--- src/vm_gate_defs.svh ---
`ifndef VM_GATE_DEFS_SVH
`define VM_GATE_DEFS_SVH

// datapath shape
`define VM_LANES 8
`define VM_WORD 16
`define VM_FRAC 12      // Q4.12

// memory depths
`define VM_ROWS 16      // weight rows
`define VM_VECS 4       // input vectors

// results the consumer can hold before returning credits
`define VM_CREDITS 4

`endif

--- src/vm_gate_pkg.sv ---
`include "vm_gate_defs.svh"

package vm_gate_pkg;

	typedef logic [`VM_WORD-1:0] word_t;                  // Q4.12, two's complement
	typedef logic [`VM_LANES*`VM_WORD-1:0] row_t;         // lane 0 in the low word
	typedef logic [$clog2(`VM_ROWS)-1:0] row_addr_t;
	typedef logic [$clog2(`VM_VECS)-1:0] vec_addr_t;
	typedef logic [$clog2(`VM_CREDITS+1)-1:0] credit_t;

	typedef enum logic [1:0] {
		IDLE,
		RUN,
		DRAIN   // all rows issued, waiting for the last result
	} seq_state_t;

endpackage

--- src/vm_row_if.sv ---
`timescale 1ns/1ns

// one row of operands (or products) moving between pipeline stages
interface vm_row_if;
	import vm_gate_pkg::*;

	logic valid;
	row_t operand_a;   // vector before the multipliers, products after
	row_t operand_b;   // weights
	logic last;        // final row of the final vector

	modport src (
		output valid,
		output operand_a,
		output operand_b,
		output last
	);

	modport dst (
		input valid,
		input operand_a,
		input operand_b,
		input last
	);

endinterface

--- src/vm_operand_ram.sv ---
`timescale 1ns/1ns
`include "vm_gate_defs.svh"

module vm_operand_ram (
	input logic clk,
	input logic load_we,
	input logic load_is_vec,
	input vm_gate_pkg::row_addr_t load_addr,
	input vm_gate_pkg::row_t load_data,
	input logic issue,
	input logic issue_last,
	input vm_gate_pkg::row_addr_t row_addr,
	input vm_gate_pkg::vec_addr_t vec_addr,
	vm_row_if.src out_row
);
	import vm_gate_pkg::*;

	row_t weight_mem [`VM_ROWS];
	row_t vec_mem [`VM_VECS];
	vec_addr_t load_vec_addr;

	assign load_vec_addr = vec_addr_t'(load_addr);   // vector memory is shallower

	// loading only happens while the engine is idle
	always_ff @(posedge clk) begin
		if (load_we) begin
			if (load_is_vec)
				vec_mem[load_vec_addr] <= load_data;
			else
				weight_mem[load_addr] <= load_data;
		end
	end

	// registered read, tagged with the issue that asked for it
	always_ff @(posedge clk) begin
		out_row.operand_a <= vec_mem[vec_addr];
		out_row.operand_b <= weight_mem[row_addr];
		out_row.valid <= issue;   // sequencer holds issue low in reset
		out_row.last <= issue_last;
	end

	a_no_load_during_issue: assert property (
		@(posedge clk) !(load_we && issue)
	) else $error("weight/vector memory written while a row is issued");

endmodule

--- src/flat_wrapper.sv ---
// flat-port wrapper written by rule: the top's interface ports become plain ports
module vm_operand_ram_flat import vm_gate_pkg::*;
  (clk, load_we, load_is_vec, load_addr, load_data, issue, issue_last, row_addr, vec_addr, out_row_valid, out_row_operand_a, out_row_operand_b, out_row_last);
  vm_row_if out_row_i ();
  input logic clk;
  input logic load_we;
  input logic load_is_vec;
  input vm_gate_pkg::row_addr_t load_addr;
  input vm_gate_pkg::row_t load_data;
  input logic issue;
  input logic issue_last;
  input vm_gate_pkg::row_addr_t row_addr;
  input vm_gate_pkg::vec_addr_t vec_addr;
  output wire logic [$bits(out_row_i.valid)-1:0] out_row_valid;
  output wire logic [$bits(out_row_i.operand_a)-1:0] out_row_operand_a;
  output wire logic [$bits(out_row_i.operand_b)-1:0] out_row_operand_b;
  output wire logic [$bits(out_row_i.last)-1:0] out_row_last;
  assign out_row_valid = out_row_i.valid;
  assign out_row_operand_a = out_row_i.operand_a;
  assign out_row_operand_b = out_row_i.operand_b;
  assign out_row_last = out_row_i.last;
  vm_operand_ram u_core (.clk(clk), .load_we(load_we), .load_is_vec(load_is_vec), .load_addr(load_addr), .load_data(load_data), .issue(issue), .issue_last(issue_last), .row_addr(row_addr), .vec_addr(vec_addr), .out_row(out_row_i));
endmodule
--- config.mk ---
export PLATFORM = sky130hd
export DESIGN_NAME = vm_operand_ram_flat
export DESIGN_NICKNAME = d
export VERILOG_FILES = /design/src/vm_gate_pkg.sv /design/src/vm_row_if.sv /design/src/vm_operand_ram.sv /design/src/flat_wrapper.sv
export VERILOG_INCLUDE_DIRS = /design/src
export SDC_FILE = /design/constraint.sdc
export NUM_CORES = 2
export LEC_CHECK = 0
export BUFFER_PORTS_ARGS = -buffer_cell sky130_fd_sc_hd__buf_4
export CORE_MARGIN = 2
export CORE_UTILIZATION = 41
export CTS_BUF_LIST = sky130_fd_sc_hd__clkbuf_8 sky130_fd_sc_hd__clkbuf_16
export DETAILED_ROUTE_END_ITERATION = 7
export PLACE_DENSITY = 0.65
export SLEW_MARGIN = 10
export SYNTH_ARGS = -nofsm -noshare
export SYNTH_HDL_FRONTEND = slang
export SYNTH_SLANG_ARGS = --single-unit
--- constraint.sdc ---
create_clock -name clk -period 13.9 [get_ports clk]
set_clock_uncertainty 0.05 [all_clocks]
set_input_delay 1.39 -clock clk [delete_from_list [all_inputs] [get_ports clk]]
set_output_delay 1.39 -clock clk [all_outputs]
set_load 0.02 [all_outputs]
After elaboration in Yosys (flattened, before gate mapping)
Memory sizes are Yosys's and may differ from the RTL's. A register that Yosys moved wholly into a read port is not among the register bits.
Index checks and enable logic that the tools add are counted.
- muxes and demuxes: 6
- operators with widths (kind ; count):
    $mux 1 ; 6
- register bits after elaboration: 2
- memory bits (writable): 2560
- bits of input ports: 143
- output and inout port bits: 258
- logic and storage cells: 10
- memories: 2
- memories (name ; words ; width ; rd ports ; clocked after Yosys merged registers in ; write ports ; RTL line ; text):
    u_core.weight_mem ; 16 ; 128 ; 1 ; 1 ; 1 ; vm_operand_ram.sv:18 ; row_t weight_mem [`VM_ROWS];
    u_core.vec_mem ; 4 ; 128 ; 1 ; 1 ; 1 ; vm_operand_ram.sv:19 ; row_t vec_mem [`VM_VECS];

Longest topological paths before layout
- word-level depth: 3
- mapped depth: 9
- mapped depth without buffers: 4

Worst setup path after synthesis
OpenSTA, ideal clock, no wires.
- path type: in2reg
- start: input port load_is_vec
- end: memory u_core.weight_mem[4][0] (netlist bit) (enable)
- library setup time: 0.772 ns
- arrival time: 10.668 ns
- data required time: 13.078 ns
- slack: 2.410 ns
- cell stages on the path: 3
- path buffers: 0
- cells stage by stage: nand2b_1 -> or3b_2 -> nor3_1
- cells in the longest elaborated chain, start to end: 3
- ends and longest elaborated chain (item ; RTL line ; text):
    start: declaration ; flat_wrapper.sv:7 ; input logic load_is_vec;
    $mux 1 ; vm_operand_ram.sv:27 ; if (load_is_vec)
    $mux 1 ; vm_operand_ram.sv:26 ; if (load_we) begin
    $mux 1 (implied by the code) ; vm_operand_ram.sv:30 ; weight_mem[load_addr] <= load_data;
    end: declaration ; vm_operand_ram.sv:18 ;
No other way between the ends.

==> qor.csv <==
stage,metric,value,unit
place,place_congestion,0.706,
clock_network,clkTransAtPathRegs,0.06,ns
status,outcome,completed,
timing,fin_crit_sh,32.7,%
pwr,p_sw_share,20.6,%
finish,syn2layout_area_growth,16.8,%
min_path,holdCritPathClass,flip-flop to flip-flop,
pwr,clkPwrFrac,43.5,%
setup_path,worstPathRequired,14.61,ns
setup_path,r2r_cells,4,
yosys,netlist_area,0.101,mm^2
finish,nNetsFinal,4766,
yosys,yosysSeqAreaShare,81.2,%
clock_network,cts-htree-levels,5,
clock_network,cts_buffers,309,
global_routing,track_usage,18.4,%
setup_path,crit_path_start_kind,input pin,
yosys,syn_area_per_cell,25.1,um^2
yosys,synth_cells,4026,
pwr,pwr-share-seq,51.7,%
setup_path,regToRegStartpoint,u_core.weight_mem[0][30],
setup_path,path_class,input pin to flip-flop,
route,num_vias,44762,
timing,worstMarginPinSlew,1.18,ns
pwr,vdd_drop_max,0.000105,V
timing,finalCriticalPeriod,4.55,ns
route,dr.pass1.iters,5,
timing,maxSlewHeadroom,21.6,%
global_routing,grt_pass1_vias,46717,
pwr,power_switching,3.80,mW
yosys,ys_ff_latch,2818,
global_routing,antenna_found_initial,10,
yosys,synth.distinct_cells,24,
min_path,min_to,u_core.out_row.operand_a[10],
pwr,pwr_density_cell,156,mW/mm^2
clock_network,cts.sinks,2818,
yosys,yosys-top-cells-area,"edfxtp_1 76%, mux4_2 15%, dfxtp_1 5.1%",
min_path,min_from,u_core.vec_mem[2][10],
clock_network,tritoncts,done,
pwr,leakage,38.2,nW
setup_path,crit_path_max_fanout,70,
setup_path,critical_path.reg2reg.endpoint,u_core.out_row.operand_b[30],
route,wl_per_cell,28.7,um
timing,fin_hold_ws,0.473,ns
yosys,synth_top_area_cell,edfxtp_1,
timing,final_hold_viol_count,0,
place,hpwl,112000,um
clock_network,postCtsHoldBufs,0,
timing,fmax,220,MHz
timing,setup_tns,0,ns
finish,drive_above_1_share,33.7,%
place,io_buffers,400,
setup_path,cp_data_arrival_time,5.26,ns
floorplan,fp.dieArea,0.250,mm^2
clock_network,cts_root_buf,clkbuf_16,
route,drt_iter0_markers,4410,
global_routing,grt-ovfl-total,0,
pwr,internal_power,14.6,mW
yosys,synth_nets,4169,
clock_network,postCtsResizedCells,0,
clock_network,clkLatencyLatePin,0.96,ns
floorplan,initial_core_util,41.1,%
route,viasPerCell,5.54,
setup_path,worstSetupEndpointType,flip-flop,
floorplan,io_pins,401,
timing,slew_viol_final,0,
setup_path,r2r_setup_slack,12.19,ns
global_routing,grt_pass1_wl,332000,um
global_routing,grt_start_max_net_pins,113,
route,drcViolationCount,0,
route,wl,232000,um
floorplan,core,0.245,mm^2
timing,setup_violations,0,
finish,final_core_util,48.0,%
floorplan,row_count,182,
pwr,combPwrFrac,4.8,%
yosys,yosys_warnings,0,
clock_network,cts_buffer_depth,4,
min_path,holdPathStages,1,
clock_network,postCtsSetupBuffers,0,
floorplan,die_h,500,um
yosys,synth_top_area_share,76.1,%
route,antenna_left,0,
timing,rsz0062_at_grt,no,
flow_run,max_cap_violations,0,
floorplan,die_x,500,um
## cell families (layout without fill, tap and decap cells)
| family | count (synthesis) | in the layout | share of synthesized area, % |
|---|---|---|---|
| buf+inv | 195 | 1028 | 1.14 |
| simple gates | 91 | 91 | 0.483 |
| compound gates | 142 | 142 | 0.924 |
| flops | 2818 | 2818 | 81.2 |
| other cells | 0 | 2 | 0 |
| mux | 780 | 780 | 16.2 |
## synth_stat cells (all sizes together)
library cell and instances:
nor3 5, o22ai 12, nand2 16, inv 1, dfxtp 258, buf 133
nand4b 1, or3b 1, nor2 16, clkbuf 61, o221ai 24, mux4 685
nand2b 4, mux2i 95, nor2b 47, edfxtp 2560, a211oi 47, a21oi 59
or3 1
## flip-flops by register name, indices dropped and copies added, names as in the netlist
name,count
u_core.vec_mem,512
u_core.out_row.last,1
u_core.weight_mem,2048
u_core.out_row.operand_b,128
u_core.out_row.operand_a,128
u_core.out_row.valid,1
## final cells by class
type | instances | area [um^2]
Clock buffer | 358 | 8500
Timing Repair Buffer | 480 | 3830
Multi-Input combinational cell | 1013 | 17900
Clock inverter | 189 | 1560
Antenna cell | 2 | 5.00
Inverter | 1 | 8.76
Fill cell | 19514 | 128000
Sequential cell | 2818 | 82000
Tap cell | 3220 | 4030
## routing by layer
metal  vias to the layer above  part of all wire [%]  global-route usage (%)  routed length, um
met2                      1567                    48                    29.2             111000
met4                         8                   1.8                    4.32               4190
met5                         -                 0.023                       0                 53
met1                     24449                    44                    26.8             102000
met3                       308                   6.2                    3.05              14200
li1                      18430                     -                       -                  -
## worst max path at each step
| stage | slack [ns] | depth (start not counted) | end | from |
|---|---|---|---|---|
| 6_report | 9.35 | 6 | u_core.out_row.operand_b[110] | row_addr[1] |
| 4_1_cts | 9.41 | 6 | u_core.out_row.operand_b[110] | row_addr[1] |
| 3_3_place_gp | 8.44 | 6 | u_core.out_row.operand_b[87] | row_addr[1] |
| 5_1_grt | 9.25 | 6 | u_core.out_row.operand_b[104] | row_addr[1] |
| 3_5_place_dp | 8.40 | 6 | u_core.out_row.operand_b[87] | row_addr[1] |
| 2_1_floorplan | 2.41 | 3 | u_core.weight_mem[4][0] | load_is_vec |
## power groups by stage
stage | Sequential [mW] | Clock [mW] | Combinational, mW
2_1_floorplan | 9.76 | 0 | 0.420
4_1_cts | 9.52 | 8.18 | 0.907
5_1_grt | 9.53 | 8.50 | 0.950
3_3_place_gp | 9.69 | 0 | 0.891
3_5_place_dp | 9.70 | 0 | 0.905
6_report | 9.52 | 8.00 | 0.885
## placed cells by master (no fill, tap or decap), types with 42 or more instances in the layout
cell,count
a211oi_1,47
a21oi_1,59
buf_4,459
clkbuf_16,317
clkbuf_8,42
dfxtp_1,258
edfxtp_1,2560
inv_1,70
mux2i_1,95
mux4_2,685
nor2b_1,47
## through the flow
| stage | total power [mW] | setup slack [ns] | cells | area (um^2) |
|---|---|---|---|---|
| floorplan | 10.2 | 2.41 | 4026 | 101000 |
| global placement | 10.6 | 8.44 | 7531 | 108000 |
| detailed placement | 10.6 | 8.40 | 7531 | 108000 |
| CTS | 18.6 | 9.41 | 8078 | 118000 |
| global route | 19.0 | 9.25 | 8080 | 118000 |
| finish | 18.4 | 9.35 | 8081 | 118000 |
## worst max-delay path: stages
cell	delay (ns)
buf_8	0.50
buf_4	0.77
buf_4	0.75
buf_4	0.73
mux4_2	0.40
mux4_2	0.48
(Power assumes the default switching activity.)
