--- config.mk ---
export PLATFORM = sky130hd
export DESIGN_NAME = vm_product_stage_flat
export DESIGN_NICKNAME = d
export VERILOG_FILES = /design/src/vm_gate_pkg.sv /design/src/vm_row_if.sv /design/src/vm_product_stage.sv /design/src/flat_wrapper.sv
export VERILOG_INCLUDE_DIRS = /design/src
export SDC_FILE = /design/constraint.sdc
export NUM_CORES = 2
export LEC_CHECK = 0
export BUFFER_PORTS_ARGS = -buffer_cell sky130_fd_sc_hd__buf_2
export CAP_MARGIN = 20
export CORE_MARGIN = 5
export CORE_UTILIZATION = 55
export CTS_CLUSTER_SIZE = 30
export DETAILED_ROUTE_END_ITERATION = 10
export GPL_TIMING_DRIVEN = 1
export PLACE_DENSITY_LB_ADDON = 0.25
export SYNTH_ARGS = -nofsm -noshare
export SYNTH_HDL_FRONTEND = slang
export SYNTH_SLANG_ARGS = --single-unit
export TNS_END_PERCENT = 100
--- constraint.sdc ---
create_clock -name clk -period 7.04 [get_ports clk]
set_input_delay 1.408 -clock clk [delete_from_list [all_inputs] [get_ports clk]]
set_output_delay 1.408 -clock clk [all_outputs]
set_load 0.005 [all_outputs]
--- src/vm_gate_defs.svh ---
`ifndef VM_GATE_DEFS_SVH
`define VM_GATE_DEFS_SVH

// datapath shape
`define VM_LANES 8
`define VM_WORD 16
`define VM_FRAC 12      // Q4.12

// memory depths
`define VM_ROWS 16      // weight rows
`define VM_VECS 4       // input vectors

// results the consumer can hold before returning credits
`define VM_CREDITS 4

`endif

--- src/vm_gate_pkg.sv ---
`include "vm_gate_defs.svh"

package vm_gate_pkg;

	typedef logic [`VM_WORD-1:0] word_t;                  // Q4.12, two's complement
	typedef logic [`VM_LANES*`VM_WORD-1:0] row_t;         // lane 0 in the low word
	typedef logic [$clog2(`VM_ROWS)-1:0] row_addr_t;
	typedef logic [$clog2(`VM_VECS)-1:0] vec_addr_t;
	typedef logic [$clog2(`VM_CREDITS+1)-1:0] credit_t;

	typedef enum logic [1:0] {
		IDLE,
		RUN,
		DRAIN   // all rows issued, waiting for the last result
	} seq_state_t;

endpackage

--- src/vm_row_if.sv ---
`timescale 1ns/1ns

// one row of operands (or products) moving between pipeline stages
interface vm_row_if;
	import vm_gate_pkg::*;

	logic valid;
	row_t operand_a;   // vector before the multipliers, products after
	row_t operand_b;   // weights
	logic last;        // final row of the final vector

	modport src (
		output valid,
		output operand_a,
		output operand_b,
		output last
	);

	modport dst (
		input valid,
		input operand_a,
		input operand_b,
		input last
	);

endinterface

--- src/vm_product_stage.sv ---
`timescale 1ns/1ns
`include "vm_gate_defs.svh"

module vm_product_stage (
	input logic clk,
	input logic reset,
	vm_row_if.dst in_row,
	vm_row_if.src out_row
);
	import vm_gate_pkg::*;

	logic valid_1, last_1;
	logic valid_2, last_2;
	row_t prod_row;

	genvar i;
	generate
		for (i = 0; i < `VM_LANES; i = i + 1) begin : g_lane
			word_t a_in, b_in;
			word_t mag_a, mag_b;
			logic sign_a, sign_b;
			logic sign_diff;
			logic [2*`VM_WORD-1:0] product;
			logic [`VM_WORD-2:0] kept;

			assign a_in = in_row.operand_a[i*`VM_WORD +: `VM_WORD];
			assign b_in = in_row.operand_b[i*`VM_WORD +: `VM_WORD];

			always_ff @(posedge clk) begin
				mag_a <= a_in[`VM_WORD-1] ? (~a_in + 1'b1) : a_in;
				mag_b <= b_in[`VM_WORD-1] ? (~b_in + 1'b1) : b_in;
				sign_a <= a_in[`VM_WORD-1];
				sign_b <= b_in[`VM_WORD-1];
				product <= mag_a * mag_b;   // full 32-bit unsigned product
				sign_diff <= sign_a ^ sign_b;
			end

			assign kept = product[`VM_FRAC+`VM_WORD-2:`VM_FRAC];   // bits 26..12
			// sign restored after the magnitude multiply
			assign prod_row[i*`VM_WORD +: `VM_WORD] =
				sign_diff ? (~{1'b0, kept} + 1'b1) : {1'b0, kept};
		end
	endgenerate

	always_ff @(posedge clk) begin
		if (!reset) begin
			valid_1 <= 1'b0;
			last_1 <= 1'b0;
			valid_2 <= 1'b0;
			last_2 <= 1'b0;
		end else begin
			valid_1 <= in_row.valid;
			last_1 <= in_row.last;
			valid_2 <= valid_1;
			last_2 <= last_1;
		end
	end

	assign out_row.valid = valid_2;
	assign out_row.last = last_2;
	assign out_row.operand_a = prod_row;
	assign out_row.operand_b = '0;   // no second operand past the multipliers

endmodule

--- src/flat_wrapper.sv ---
// flat-port wrapper written by rule: the top's interface ports become plain ports
module vm_product_stage_flat import vm_gate_pkg::*;
  (clk, reset, in_row_valid, in_row_operand_a, in_row_operand_b, in_row_last, out_row_valid, out_row_operand_a, out_row_operand_b, out_row_last);
  vm_row_if in_row_i ();
  vm_row_if out_row_i ();
  input logic clk;
  input logic reset;
  input wire logic [$bits(in_row_i.valid)-1:0] in_row_valid;
  input wire logic [$bits(in_row_i.operand_a)-1:0] in_row_operand_a;
  input wire logic [$bits(in_row_i.operand_b)-1:0] in_row_operand_b;
  input wire logic [$bits(in_row_i.last)-1:0] in_row_last;
  output wire logic [$bits(out_row_i.valid)-1:0] out_row_valid;
  output wire logic [$bits(out_row_i.operand_a)-1:0] out_row_operand_a;
  output wire logic [$bits(out_row_i.operand_b)-1:0] out_row_operand_b;
  output wire logic [$bits(out_row_i.last)-1:0] out_row_last;
  assign in_row_i.valid = in_row_valid;
  assign in_row_i.operand_a = in_row_operand_a;
  assign in_row_i.operand_b = in_row_operand_b;
  assign in_row_i.last = in_row_last;
  assign out_row_valid = out_row_i.valid;
  assign out_row_operand_a = out_row_i.operand_a;
  assign out_row_operand_b = out_row_i.operand_b;
  assign out_row_last = out_row_i.last;
  vm_product_stage u_core (.clk(clk), .reset(reset), .in_row(in_row_i), .out_row(out_row_i));
endmodule
Word-level counts from Yosys, hierarchy flattened

Cells that the tools add are included.
Widths: inputs -> output; s select.

Output and inout bits: 258
Register bits: 500
Logic and storage cells: 156

Multiply operators: 8
Bitwise logic cells: 32
Add/sub/neg operators: 24
Mux-type cells: 24

Operators by type and width:

| cell                  | count |
|---|---|
| $add 16x1->16 const B | 24 |
| $not 16->16           | 16 |
| $mux 15               | 16 |
| $mul 16x16->27        | 8 |
| $mux 16               | 8 |
| $not 15->16           | 8 |
| $xor 1x1->1           | 8 |

Logic depth before layout (Yosys ltp)

Depth after elaboration: 3
Mapped depth: 25
Mapped depth without buffers: 24

Worst setup path after synthesis

OpenSTA, ideal clock, no wires.

Path type: flip-flop to flip-flop
From: register u_core.g_lane[6].mag_b[1]
To: register u_core.g_lane[6].product[26]
Period minus slack after synthesis: 6.218 ns
Cell stages (with the launch flop): 22
Arrival: 6.097 ns
Required time: 6.919 ns
Buffers on the path: 1
Setup slack: 0.822 ns
Path through: dfxtp_1 > clkbuf_1 > nand2_1 > fa_1 > fa_1 > fa_1 > fa_1 > inv_1 > fa_1 > inv_1 > fa_1 > inv_1 > ha_1 > or4_4 > a311o_1 > a41oi_2 > o21ai_2 > a22o_2 > o311a_1 > o21a_1 > nor2_2 > xnor2_1

Cells in the longest elaborated chain, start to end: 1

RTL lines:

| item                     | RTL line               | source |
|---|---|---|
| start: declaration       | vm_product_stage.sv:20 | `word_t mag_a, mag_b;` |
| start signal: assignment | vm_product_stage.sv:31 | `` mag_b <= b_in[`VM_WORD-1] ? (~b_in + 1'b1) : b_in; `` |
| $mul 16x16->27           | vm_product_stage.sv:34 | `product <= mag_a * mag_b;` |
| end signal: assignment   | vm_product_stage.sv:34 |  |
| end: declaration         | vm_product_stage.sv:23 | `` logic [2*`VM_WORD-1:0] product; `` |

No other way between the ends.
A chain may end at the register's enable or synchronous reset.

Worst setup path after layout

From: register u_core.g_lane[0].mag_a[7]
To: register u_core.g_lane[0].product[21]

Cells in the longest elaborated chain, start to end: 1

RTL lines:

| item                     | RTL line               | source |
|---|---|---|
| start: declaration       | vm_product_stage.sv:20 |  |
| start signal: assignment | vm_product_stage.sv:30 | `` mag_a <= a_in[`VM_WORD-1] ? (~a_in + 1'b1) : a_in; `` |
| $mul 16x16->27           | vm_product_stage.sv:34 |  |
| end signal: assignment   | vm_product_stage.sv:34 |  |
| end: declaration         | vm_product_stage.sv:23 |  |

No other way between the ends.

==> qor.yml <==
clocking:
  cts.sinks: 404
  cts_tree: "done"
  htreeDepth: 2
  clk_latency_ns: 0.65
  holdBufCountCts: 0
  cts_root_buf: "clkbuf_16"
  postCtsSetupRepairBufs: 0
  ctsResizeCount: 0
  clock_path_buffers: 3
  clk_pin_slew_ns: 0.06
  cts_inserted_buffers: 54
setup_path:
  crit_family: "adder cells"
  worstPathMaxFanout: 10
  critical_path.max_stage_delay_ns: 0.67
  end_kind: "flop"
  path_class: "reg2reg"
  cp.arrival_ns: 7.21
  critPathBufInv: 5
  crit_slowest_cell: "a211oi_1"
  path_common_cell: "fa_1"
  crit_chain: "nand2_1 > fa_1 > inv_1 > fa_1 > inv_1 > fa_1 > inv_1 > fa_1 > fa_1 > inv_1 > fa_1 > inv_1 > ha_1 > a21o_1 > a21o_1 > a2111oi_0 > o211ai_1 > a31o_2 > a211oi_1 > nor2_1"
  crit_required_ns: 7.48
  startpoint_type: "flop"
timing:
  maxSlewHeadroom: 0.400
  rsz0062_at_grt: "false"
  fin_crit_sh: 0.962
  setup_viol: 0
  setup_slack_ns: 0.268
  tightest_slew_ns: 0.898
  skew_ns: 0.0258
  report.final.slew_viol_count: 0
  hold_viol: 0
  period_minus_slack_ns: 6.77
  fmax_mhz: 148
  tns_ns: 0
global_routing:
  grt_overflow: 0
  grt_pass1_vias: 57900
  antenna_found_initial: 8
  grt_usage: 0.256
  grt_pass1_wl_um: 296000
  grt_max_degree: 18
floorplan:
  die_w_um: 378
  fp-row-count: 135
  die_h_um: 378
  start_util: 0.552
  ioPinCount: 518
  die_area_um2: 143000
  core_area_um2: 135000
placed_design:
  gp_congestion: 0.923
  place_area_um2: 77900
  dp_hpwl_um: 149000
  dpl_worst_slack_ns: 0.304
  dp_cells: 10300
  port_buffers: 389
layout:
  final_cell_area_um2: 79800
  area_growth_pct: 7.17
  final_nets: 10900
  fillCellCount: 11800
  drive_above_1_share: 0.0729
  instances_no_fill: 10400
yosys:
  synth_cell_type_count: 66
  synth-edff-count: 0
  async_reset_ff_frac: 0
  syn-cell-area_um2: 74400
  synth_seq_area_share: 0.109
  syn_area_per_cell_um2: 8.99
  synth-seq-cells: 404
  synth-warning-count: 0
  synth_cells: 8282
  ys.flop_type: "dfxtp_1"
routing:
  routedWlPerCell_um: 17.1
  dr.pass1.iters: 7
  drt.antenna.violating_nets: 0
  drt-total-wl_um: 178000
  vias: 53600
  drc: 0
  drt_iter0_markers: 2540
  vias_per_cell: 5.17
worst_hold_path:
  min_path_type: "reg2reg"
outcome:
  status: "completed"
flow_run:
  maxCapViolations: 0
[cells in the mapped netlist (5+ instances only)]
cell type  number  share of area
inv_1        1815          0.092
fa_1         1480           0.40
nand2_1      1299          0.066
and2_1        891          0.075
ha_1          624           0.10
dfxtp_1       404           0.11
xnor2_1       389          0.046
clkbuf_1      280          0.014
o21ai_0       162          0.011
buf_4         136          0.014
xor2_1        117          0.014
nor2_1        111         0.0056
o31ai_1        84         0.0085
or3_1          67         0.0056
a21oi_1        56         0.0038
nor3_1         47         0.0032
nand2b_1       40         0.0034
a21o_1         30         0.0030
nand3_1        27         0.0018
or4_1          23         0.0023
o21a_1         19         0.0019
nor2b_1        17         0.0014
o41ai_1        17         0.0020
nand4_1        16         0.0013
nor4b_1        16         0.0019
and3_1         11        0.00092
o31a_1          9         0.0011
a21boi_0        8        0.00081
o211ai_1        8        0.00081
a211oi_1        6        0.00061
nor4_1          6        0.00050
or2_2           6        0.00050
a31oi_1         5        0.00042
nand3b_1        5        0.00050
[cell type report]
class | instances | area (um^2) | share of cell area
multi-input combinational | 5774 | 57900 | 0.726
sequential | 404 | 8090 | 0.101
inverter | 1815 | 6810 | 0.0854
timing repair buffer | 512 | 2870 | 0.0360
tap | 1781 | 2230 | 0.0279
clock buffer | 63 | 1440 | 0.0180
clock inverter | 35 | 397 | 0.00497
antenna | 2 | 5.00 | 0.0000627
[state kept, by name, summed over array words and instances, names as in the netlist]
name                     cells
u_core.g_lane.product      120
u_core.g_lane.sign_a         8
u_core.out_row.last          1
u_core.g_lane.mag_a        128
u_core.valid_1               1
u_core.g_lane.sign_b         8
u_core.g_lane.mag_b        128
u_core.out_row.valid         1
u_core.g_lane.sign_diff      8
u_core.last_1                1
[routing by layer]
metal	wire length, um	vias up	global-route usage
met2	89200	1531	0.452
met3	10100	319	0.0325
li1	-	24800	-
met5	82	-	0
met1	72000	27000	0.327
met4	6490	12	0.0848
[final timing paths]
kind	depth (start not counted)	from	endpoint	slack (ns)
worst min register to register	1	u_core.g_lane[0].sign_a$_DFF_P_	u_core.g_lane[0].sign_diff$_DFF_P_	0.43
worst min-delay path	1	u_core.g_lane[0].sign_a$_DFF_P_	u_core.g_lane[0].sign_diff$_DFF_P_	0.43
worst max register to register	20	u_core.g_lane[0].mag_a[7]$_DFF_P_	u_core.g_lane[0].product[21]$_DFF_P_	0.27
worst max-delay path	20	u_core.g_lane[0].mag_a[7]$_DFF_P_	u_core.g_lane[0].product[21]$_DFF_P_	0.27
[per-stage QoR]
stage	hold WS [ns]	util
floorplan	0.406	-
global placement	0.411	0.577
detailed placement	0.424	0.577
CTS	0.432	0.591
global route	0.453	0.591
finish	0.432	0.591
[kinds of logic (layout without fill, tap and decap cells)]
kind of cell    after synthesis  count (layout)  synth area share
simple gates               2592            2592             0.171
buf+inv                    2231            2425             0.119
fa+ha+maj                  2104            2104             0.503
xor+xnor                    506             506            0.0595
compound gates              443             443            0.0388
flops                       404             404             0.109
other cells                   1             130         0.0000504
mux                           1               1          0.000134
[layout by cell type, fill, tap and decap left out, types with 8 or more instances in the layout]
cell and count:
a21boi_0 8, a21o_1 30, a21oi_1 56, and2_1 891
and3_1 11, buf_2 389, buf_4 123, clkbuf_16 54
clkinv_2 8, conb_1 128, dfxtp_1 404, fa_1 1480
ha_1 624, inv_1 1815, inv_6 13, nand2_1 1299
nand2b_1 40, nand3_1 27, nand4_1 16, nor2_1 111
nor2b_1 17, nor3_1 47, nor4b_1 16, o211ai_1 8
o21a_1 19, o21ai_0 162, o31a_1 9, o31ai_1 84
o41ai_1 17, or3_1 67, or4_1 23, xnor2_1 389
xor2_1 117
Power is left out: the tool's default activity adds up to more than one toggle a clock period on the data nets, which glitch-free logic cannot reach.
