## src/vm_gate_defs.svh

```systemverilog
`ifndef VM_GATE_DEFS_SVH
`define VM_GATE_DEFS_SVH

// datapath shape
`define VM_LANES 8
`define VM_WORD 16
`define VM_FRAC 12      // Q4.12

// memory depths
`define VM_ROWS 16      // weight rows
`define VM_VECS 4       // input vectors

// results the consumer can hold before returning credits
`define VM_CREDITS 4

`endif

```

## src/vm_gate_pkg.sv

```systemverilog
`include "vm_gate_defs.svh"

package vm_gate_pkg;

	typedef logic [`VM_WORD-1:0] word_t;                  // Q4.12, two's complement
	typedef logic [`VM_LANES*`VM_WORD-1:0] row_t;         // lane 0 in the low word
	typedef logic [$clog2(`VM_ROWS)-1:0] row_addr_t;
	typedef logic [$clog2(`VM_VECS)-1:0] vec_addr_t;
	typedef logic [$clog2(`VM_CREDITS+1)-1:0] credit_t;

	typedef enum logic [1:0] {
		IDLE,
		RUN,
		DRAIN   // all rows issued, waiting for the last result
	} seq_state_t;

endpackage

```

## src/vm_row_if.sv

```systemverilog
`timescale 1ns/1ns

// one row of operands (or products) moving between pipeline stages
interface vm_row_if;
	import vm_gate_pkg::*;

	logic valid;
	row_t operand_a;   // vector before the multipliers, products after
	row_t operand_b;   // weights
	logic last;        // final row of the final vector

	modport src (
		output valid,
		output operand_a,
		output operand_b,
		output last
	);

	modport dst (
		input valid,
		input operand_a,
		input operand_b,
		input last
	);

endinterface

```

## src/vm_adder_tree.sv

```systemverilog
`timescale 1ns/1ns
`include "vm_gate_defs.svh"

module vm_adder_tree (
	input logic clk,
	input logic reset,
	vm_row_if.dst in_row,
	output vm_gate_pkg::word_t ht_out,
	output logic ht_valid,
	output logic result_last
);
	import vm_gate_pkg::*;

	word_t sum1 [`VM_LANES/2];
	word_t sum2 [`VM_LANES/4];
	word_t sum2_q [`VM_LANES/4];
	logic valid_q, last_q;

	// levels one and two, wrapping 16-bit adds
	always_comb begin
		for (int j = 0; j < `VM_LANES/2; j++) begin
			sum1[j] = in_row.operand_a[(2*j)*`VM_WORD +: `VM_WORD]
				+ in_row.operand_a[(2*j+1)*`VM_WORD +: `VM_WORD];
		end
		for (int k = 0; k < `VM_LANES/4; k++) begin
			sum2[k] = sum1[2*k] + sum1[2*k+1];
		end
	end

	always_ff @(posedge clk) begin
		sum2_q <= sum2;   // mid-tree register
		ht_out <= sum2_q[0] + sum2_q[1];
	end

	always_ff @(posedge clk) begin
		if (!reset) begin
			valid_q <= 1'b0;
			last_q <= 1'b0;
			ht_valid <= 1'b0;
			result_last <= 1'b0;
		end else begin
			valid_q <= in_row.valid;
			last_q <= in_row.valid && in_row.last;
			ht_valid <= valid_q;
			result_last <= last_q;
		end
	end

endmodule

```

## src/flat_wrapper.sv

```systemverilog
// flat-port wrapper written by rule: the top's interface ports become plain ports
module vm_adder_tree_flat import vm_gate_pkg::*;
  (clk, reset, ht_out, ht_valid, result_last, in_row_valid, in_row_operand_a, in_row_operand_b, in_row_last);
  vm_row_if in_row_i ();
  input logic clk;
  input logic reset;
  output vm_gate_pkg::word_t ht_out;
  output logic ht_valid;
  output logic result_last;
  input wire logic [$bits(in_row_i.valid)-1:0] in_row_valid;
  input wire logic [$bits(in_row_i.operand_a)-1:0] in_row_operand_a;
  input wire logic [$bits(in_row_i.operand_b)-1:0] in_row_operand_b;
  input wire logic [$bits(in_row_i.last)-1:0] in_row_last;
  assign in_row_i.valid = in_row_valid;
  assign in_row_i.operand_a = in_row_operand_a;
  assign in_row_i.operand_b = in_row_operand_b;
  assign in_row_i.last = in_row_last;
  vm_adder_tree u_core (.clk(clk), .reset(reset), .in_row(in_row_i), .ht_out(ht_out), .ht_valid(ht_valid), .result_last(result_last));
endmodule
```

## config.mk

```make
export PLATFORM = sky130hd
export DESIGN_NAME = vm_adder_tree_flat
export DESIGN_NICKNAME = d
export VERILOG_FILES = /design/src/vm_gate_pkg.sv /design/src/vm_row_if.sv /design/src/vm_adder_tree.sv /design/src/flat_wrapper.sv
export VERILOG_INCLUDE_DIRS = /design/src
export SDC_FILE = /design/constraint.sdc
export NUM_CORES = 1
export LEC_CHECK = 0
export ABC_AREA = 1
export BUFFER_PORTS_ARGS = -buffer_cell sky130_fd_sc_hd__buf_4
export CORE_ASPECT_RATIO = 0.7
export CORE_MARGIN = 1
export CORE_UTILIZATION = 48
export CTS_CLUSTER_DIAMETER = 100
export CTS_CLUSTER_SIZE = 28
export DETAILED_ROUTE_END_ITERATION = 7
export PLACE_DENSITY = 0.81
export SYNTH_ARGS = -nofsm -noshare
export SYNTH_HDL_FRONTEND = slang
export SYNTH_SLANG_ARGS = --single-unit
```

## constraint.sdc

```tcl
create_clock -name clk -period 3 [get_ports clk]
set_clock_uncertainty 0.2 [all_clocks]
set_input_delay 0.15 -clock clk [delete_from_list [all_inputs] [get_ports clk]]
set_output_delay 0.15 -clock clk [all_outputs]
set_load 0.05 [all_outputs]
```

; Yosys cells after proc, flatten, opt, wreduce, memory -nomap -nowiden
; Index checks and enable logic that the tools add are counted.
[totals]
register_bits = 52
out_inout_bits = 18
elab_cells = 15
[op_classes]
addsub = 7
reduce_logical = 1
[op_table]
columns = op, count
row1 = $add 16x16->16, 7
row2 = $logic_and 1x1->1, 1

; Logic depth before layout (Yosys ltp)
; Gate-level depths: netlist (run 1).
[depth]
word_depth = 2
mapped_depth = 14
ltp_nobuf = 14

; Worst setup path after synthesis (run 1)
; OpenSTA, ideal clock, no wires.
[synth_path]
path_kind = input -> register
from = in in_row_operand_a[1]
to = reg u_core.sum2_q[29] in the netlist's numbering
setup_time_ns = 0.114
t_arrival_ns = 2.253
t_required_ns = 2.686
setup_slack_ns = 0.433
path_stages = 10
n_path_buf = 0
cell_sequence = fa_1 -> fa_1 -> ha_1 -> fa_1 -> nand3_1 -> nand3_1 -> nand3_1 -> nand3_1 -> nand2_1 -> nand2_1
[synth_lines]
columns = item, line_no
row1 = "start, declared", flat_wrapper.sv:11  ; input wire logic [$bits(in_row_i.operand_a)-1:0] in_row_operand_a;
row2 = "end signal, assigned", vm_adder_tree.sv:31  ; sum2_q <= sum2;
row3 = "end, declared", vm_adder_tree.sv:16  ; word_t sum2_q [`VM_LANES/4];

==> reports/metrics.yaml, run 1 <==
logic_synthesis:
  synthArstFlopShare_pct: 0
  syn_area_per_cell_sq_um: 6.852
  yosysTopAreaCellShare_pct: 21.32
  synthTopCellsByArea: "fa_1, dfxtp_1, inv_1, nand2_1, ha_1"
  netlist_area_sq_um: 5728
  yosys_warnings: 0
  ys.flop_type: "dfxtp_1"
  synth-seq-cells: 52
  synth.most_common_cell: "inv_1"
  ys_seq_area_share_pct: 18.17
  ys_types: 23
  synth_top_cell_by_area: "fa_1"
  synth_fp_nets: 1202
  synth_common_cells: "inv_1, nand2_1, fa_1"
  synth_edf_count: 0
  netlist_instances: 836
placement:
  placement.io_buffers: 149
  post-dp-hpwl_um: 9883
  routabilityCongestion: 0.8587
clock_network:
  cts_setup_buffers: 0
  cts.path.max_buffers: 2
  htreeDepth: 2
  cts_resized: 0
  cts_root_buffer: "clkbuf_16"
  cts_tree: "yes"
  path_clk_slew_ns: 0.07
  clock_latency_ns: 0.28
  holdBufCountCts: 5
  clkSinkCount: 52
  numCtsBuffers: 5
sta:
  min_period_ns: 2.641
  drv_slew: 0
  hold_viol: 0
  setup_viol: 0
  fmaxAchievable_ghz: 0.3786
  slew_headroom_pct: 82.81
  max_slew.worst_pin.slew_ns: 0.2551
  setup-tns-final_ns: 0
  layout_worst_path_cycle_share_pct: 88.04
  rsz0062_at_grt: "false"
detailed_routing:
  wl_um: 11530
  via_per_inst: 4.457
  drt-pass1-iter-count: 5
  ant_nets: 0
  drc_errors: 0
  avgRoutedWirePerCell_um: 10.02
  drtIter0Drc: 356
  via_count: 5130
power_and_ir_drop:
  p_total_w: 0.006186
  power.leakage_nw: 4.505
  vdd_drop_max_mv: 0.8029
  power-per-cell-area_nw_per_um2: 851.4
die:
  boundaryPins: 278
  start_util_pct: 50.55
  die_x_um: 132.6
  row_count: 32
  die-area_sq_um: 12380
  core_area_sq_um: 11330
  dieHeight_um: 93.40
final_layout:
  syn_to_final_growth_pct: 26.85
  drive_gt1_share_pct: 19.44
  antennaDiodeCount: 0
  final_nets: 1363
setup_path:
  critPathMaxStageDelay_ns: 0.55
  cp-start-kind: "input port"
  r2r_setup_slack_ns: 1.11
  crit_path_frequent_cell: "nand3_1"
  path_max_fanout: 4
  critPathRequiredTime_ns: 2.98
  cp.arrival_ns: 2.62
  slowest_stage: "fa_1"
  path_class: "input port to flip-flop"
  crit_chain: "buf_4 > fa_1 > fa_1 > ha_1 > fa_1 > nand3_1 > nand3_1 > nand3_1 > nand3_1 > nand2_1 > nand2_1"
  cp-end-kind: "flip-flop"
grt:
  grt_pass1_vias: 4700
  grt_antenna_before_repair: 0
  grt_usage_pct: 19.37
  grt_pass1_wl_um: 19840
  gr-total-overflow: 0
  grt_max_degree: 17
hold_path:
  holdCritPathClass: "input port to flip-flop"
outcome:
  status: "complete, no violations"
run:
  drv_cap: 0
==> metal layers <==
metal	track usage (%)	share of wire (%)	vias up
met1	27.36	50	2260
met4	1.628	0.16	0
met3	3.686	6.9	4
met5	0	0	-
met2	31.89	43	146
li1	-	-	2720
==> state kept, by name (all words and copies together), names as in the netlist <==
register            cells
u_core.sum2_q          32
u_core.ht_out          16
u_core.ht_valid         1
u_core.last_q           1
u_core.result_last      1
u_core.valid_q          1
==> layout make-up <==
cell class              count  area, sq um
multi-input cells         514         3674
flip-flops and latches     52         1041
clock buffers               6        138.9
repair buffers            154         1169
inverters                 270         1013
clock inverters             2        38.79
fillers                  1019         4065
well taps                 153        191.4
==> path summary, 6_finish.rpt <==
path | startpoint | endpoint | cells past startpoint
worst max register to register | u_core.sum2_q[16] | u_core.ht_out[12] | 7
worst min register to register | u_core.last_q | u_core.result_last | 2
worst min-delay path | in_row_operand_a[96] | u_core.sum2_q[0] | 3
worst max-delay path | in_row_operand_a[1] | u_core.sum2_q[29] | 11
==> critical path, delay by kind of cell <==
| kind | cells | cell delay (ns) |
|---|---|---|
| adders and majority gates | 4 | 1.77 |
| buffers and inverters | 1 | 0.12 |
| and+or+nand+nor | 6 | 0.58 |
==> per-stage QoR <==
stage               setup slack [ns]  hold WS, ns  instances  util, %  area [sq um]
floorplan                     0.4333      0.04345        836        -          5728
global placement              0.1045       0.1546       1138    62.11          7038
detailed placement            0.1012       0.1593       1138    62.11          7038
CTS                           0.3703      0.04787       1151    64.12          7266
global route                  0.1960      0.04823       1151    64.12          7266
finish                        0.3589      0.04581       1151    64.12          7266
==> cells by family after synthesis <==
group / count (synthesis) / share of synthesized area, %
compound gates: 34 / 3.320
flops: 52 / 18.17
simple gates: 351 / 26.15
xor+xnor: 23 / 3.517
buf+inv: 270 / 17.69
fa+ha+maj: 106 / 31.15
==> cell usage in the layout (no fill, tap or decap) <==
| master | Yosys | final |
|---|---|---|
| nor2_1 | 40 | 40 |
| clkbuf_8 | 0 | 1 |
| nand3_1 | 39 | 39 |
| nand4_1 | 10 | 10 |
| and2_0 | 1 | 1 |
| xnor2_1 | 7 | 7 |
| dlygate4sd3_1 | 0 | 5 |
| inv_1 | 269 | 269 |
| clkbuf_16 | 0 | 5 |
| nand3b_1 | 1 | 1 |
| bufinv_16 | 0 | 1 |
| nand2_1 | 223 | 223 |
| a21oi_1 | 25 | 25 |
| clkinv_4 | 0 | 1 |
| dfxtp_1 | 52 | 52 |
| fa_1 | 61 | 61 |
| xor2_1 | 16 | 16 |
| o21ai_0 | 3 | 3 |
| o21bai_1 | 2 | 2 |
| nor2_2 | 9 | 9 |
| ha_1 | 45 | 45 |
| nand3_2 | 1 | 1 |
| and2_1 | 5 | 5 |
| a21oi_2 | 3 | 3 |
| nand2_2 | 21 | 21 |
| inv_2 | 1 | 1 |
| nor3_2 | 1 | 1 |
| buf_4 | 0 | 149 |
| o21ai_2 | 1 | 1 |
==> report_power, final <==
group	leakage (nW)	internal, W	switching, W
sequential	0.438	0.00107	0.000128
combinational	3.98	0.00157	0.00276
clock	0.0871	0.000418	0.000243
total	4.51	0.00305	0.00313
Power figures use the tool's default switching activity.
==> inputs of run 2 (changes only) <==
==> constraint.sdc (replaced) <==
create_clock -name clk -period 2.5 [get_ports clk]
set_clock_uncertainty 0.2 [all_clocks]
set_input_delay 0.125 -clock clk [delete_from_list [all_inputs] [get_ports clk]]
set_output_delay 0.125 -clock clk [all_outputs]
set_load 0.05 [all_outputs]
==> run 2 against run 1 <==
  * Clock-buffer cell count shrank 1
  * Sequential share of layout area is 0.54 points lower
  * First-iteration DRC count shrank 21%
  * Final area is 3.9% higher
  * Largest cell class unchanged
  * Largest power group unchanged
  * Highest routed layer unchanged
==> reports/metrics.yaml, run 2 (synthesized netlist as in run 1, its figures left out) <==
die:
  dieHeight_um: 93.40  # unchanged
  start_util_pct: 50.55  # unchanged
  boundaryPins: 278  # unchanged
  row_count: 32  # unchanged
  die-area_sq_um: 12380  # unchanged
  core_area_sq_um: 11330  # unchanged
  die_x_um: 132.6  # unchanged
placement:
  dp.cells: 1168  # +2.6%
  placement.io_buffers: 149  # unchanged
  routabilityCongestion: 0.8495  # -1.1%
  placed_area_sq_um: 7266  # +3.2%
  post-dp-hpwl_um: 10370  # +4.9%
final_layout:
  fin_area_sq_um: 7548  # +3.9%
  antennaDiodeCount: 0  # unchanged
  fin_util_pct: 66.62  # +2.5 points
  fill_cells: 960  # -5.8%
  final_cell_mix: "inv_1, nand2_1, buf_4, fa_1, dfxtp_1"
  final_common_cell: "inv_1"
  drive_gt1_share_pct: 22.64  # +3.2 points
  largest_register: "u_core.sum2_q"
  largest_reg_flops: 32  # unchanged
  syn_to_final_growth_pct: 31.78
  final_nets: 1394  # +2.3%
  stdcell_count: 1182  # +2.7%
  top_regs: "u_core.sum2_q x32, u_core.ht_out x16"
clock_network:
  cts.path.max_buffers: 2  # unchanged
  clock_latency_ns: 0.29  # about the same
  path_clk_slew_ns: 0.06  # about the same
  numCtsBuffers: 5  # unchanged
  clkSinkCount: 52  # unchanged
  cts_tree: "yes"
  cts_root_buffer: "clkbuf_16"
  htreeDepth: 2  # unchanged
detailed_routing:
  wl_met2_um: 5244  # +5.0%
  ant_nets: 0  # unchanged
  via_count: 5261  # +2.6%
  drt-pass1-iter-count: 5  # unchanged
  wl_um: 11930  # +3.5%
  via_per_inst: 4.451  # -0.14%
  met1_length_um: 5791  # +1.3%
  route.met3.wl_um: 838  # +5.0%
  drtIter0Drc: 281  # -21%
  drc_errors: 0  # unchanged
  avgRoutedWirePerCell_um: 10.10  # +0.81%
  maxUsedRoutingLayer: "met4"
power_and_ir_drop:
  power.internal_w: 0.003977  # +30%
  p_sw_w: 0.003806  # +22%
  power_frac_comb_pct: 70.3  # +0.3 points
  vdd_drop_max_mv: 1.084  # +35%
  p_total_w: 0.007783  # +26%
  p_clk_share_pct: 11.2  # +0.5 points
  swShare_pct: 48.91  # -1.7 points
  power.leakage_nw: 4.663  # +3.5%
  pwr-share-seq_pct: 18.5  # -0.8 points
  power-per-cell-area_nw_per_um2: 1031  # +21%
sta:
  worst_hold_slack_ns: 0.01796  # -0.02785 ns
  hold_viol: 0  # unchanged
  layout_worst_path_cycle_share_pct: 96.94
  rsz0062_at_grt: "true"
  drv_slew: 0  # unchanged
  fmaxAchievable_ghz: 0.4126
  max_slew.worst_pin.slew_ns: 0.2670  # +0.01193 ns
  min_period_ns: 2.423
  setup_viol: 0  # unchanged
  slew_headroom_pct: 82.01  # -0.80 points
outcome:
  status: "complete, no violations"
setup_path:
  path_max_fanout: 4  # unchanged
  path_class: "input port to flip-flop"
  cp-start-kind: "input port"
  critPathRequiredTime_ns: 2.49  # -0.49 ns
  cp-end-kind: "flip-flop"
  cp.arrival_ns: 2.41  # -0.21 ns
hold_path:
  holdCritPathClass: "input port to flip-flop"
grt:
  gr-total-overflow: 0  # unchanged
  grt_usage_pct: 20.44  # +1.1 points
  grt_pass1_vias: 4893  # +4.1%
  grt_antenna_before_repair: 0  # unchanged
  grt_pass1_wl_um: 20680  # +4.2%
  grt_max_degree: 18  # +1
run:
  drv_cap: 0  # unchanged
-- run 2: through the flow --
step	setup TNS [ns]	setup WS, ns
after floorplan	0	0.02588
after global placement	-2.087	-0.2171
after detailed placement	-2.877	-0.2762
after CTS	0	0.008160
after global routing	-0.008902	-0.008902
final	0	0.07654
-- run 2: power groups by stage --
stage | Combinational, W | Sequential, W | Clock (W)
4_1_cts | 0.00540 | 0.00144 | 0.000883
3_3_place_gp | 0.00520 | 0.00146 | 0
5_1_grt | 0.00615 | 0.00147 | 0.000924
3_5_place_dp | 0.00533 | 0.00146 | 0
2_1_floorplan | 0.00342 | 0.00187 | 0
6_report | 0.00547 | 0.00144 | 0.000869
-- run 2: what timing repair did --
item / 4_1_cts / 5_1_grt
hold buffers: 5 / 0
resized for setup: 0 / 7
hold endpoints to repair: 6 / 0
setup buffers: 0 / 1
endpoints found under the setup margin: 0 / 5
-- run 2: cell type report --
type / instances / area [sq um] / share of cell area, %
clock buffers: 5 / 125.1 / 1.658
clock inverters: 3 / 68.82 / 0.9117
inverters: 270 / 1013 / 13.43
repair buffers: 185 / 1401 / 18.56
multi-input cells: 514 / 3707 / 49.11
flip-flops and latches: 52 / 1041 / 13.79
well taps: 153 / 191.4 / 2.536
-- run 2: metal layers --
metal | up-vias | GRT usage [%]
met2 | 175 | 34.12
met3 | 10 | 3.144
li1 | 2793 | -
met1 | 2283 | 28.88
met5 | - | 0
met4 | 0 | 2.011
-- run 2: worst paths after layout --
path | from | endpoint | slack [ns] | cells after the start
hold / removal | in_row_operand_a[32] | u_core.sum2_q[16] | 0.02 | 3
hold reg to reg | u_core.last_q | u_core.result_last | 0.22 | 2
setup / recovery | in_row_operand_a[65] | u_core.sum2_q[13] | 0.08 | 11
setup reg to reg | u_core.sum2_q[16] | u_core.ht_out[14] | 0.62 | 9
-- run 2: worst max-delay path: stages --
cell and delay (ns):
buf_4 0.11, fa_1 0.55, fa_1 0.42, ha_1 0.23, fa_2 0.39, nand3_1 0.10
nand2_1 0.12, nand3_1 0.13, nand3_1 0.10, nand2_1 0.07, nand2_1 0.04
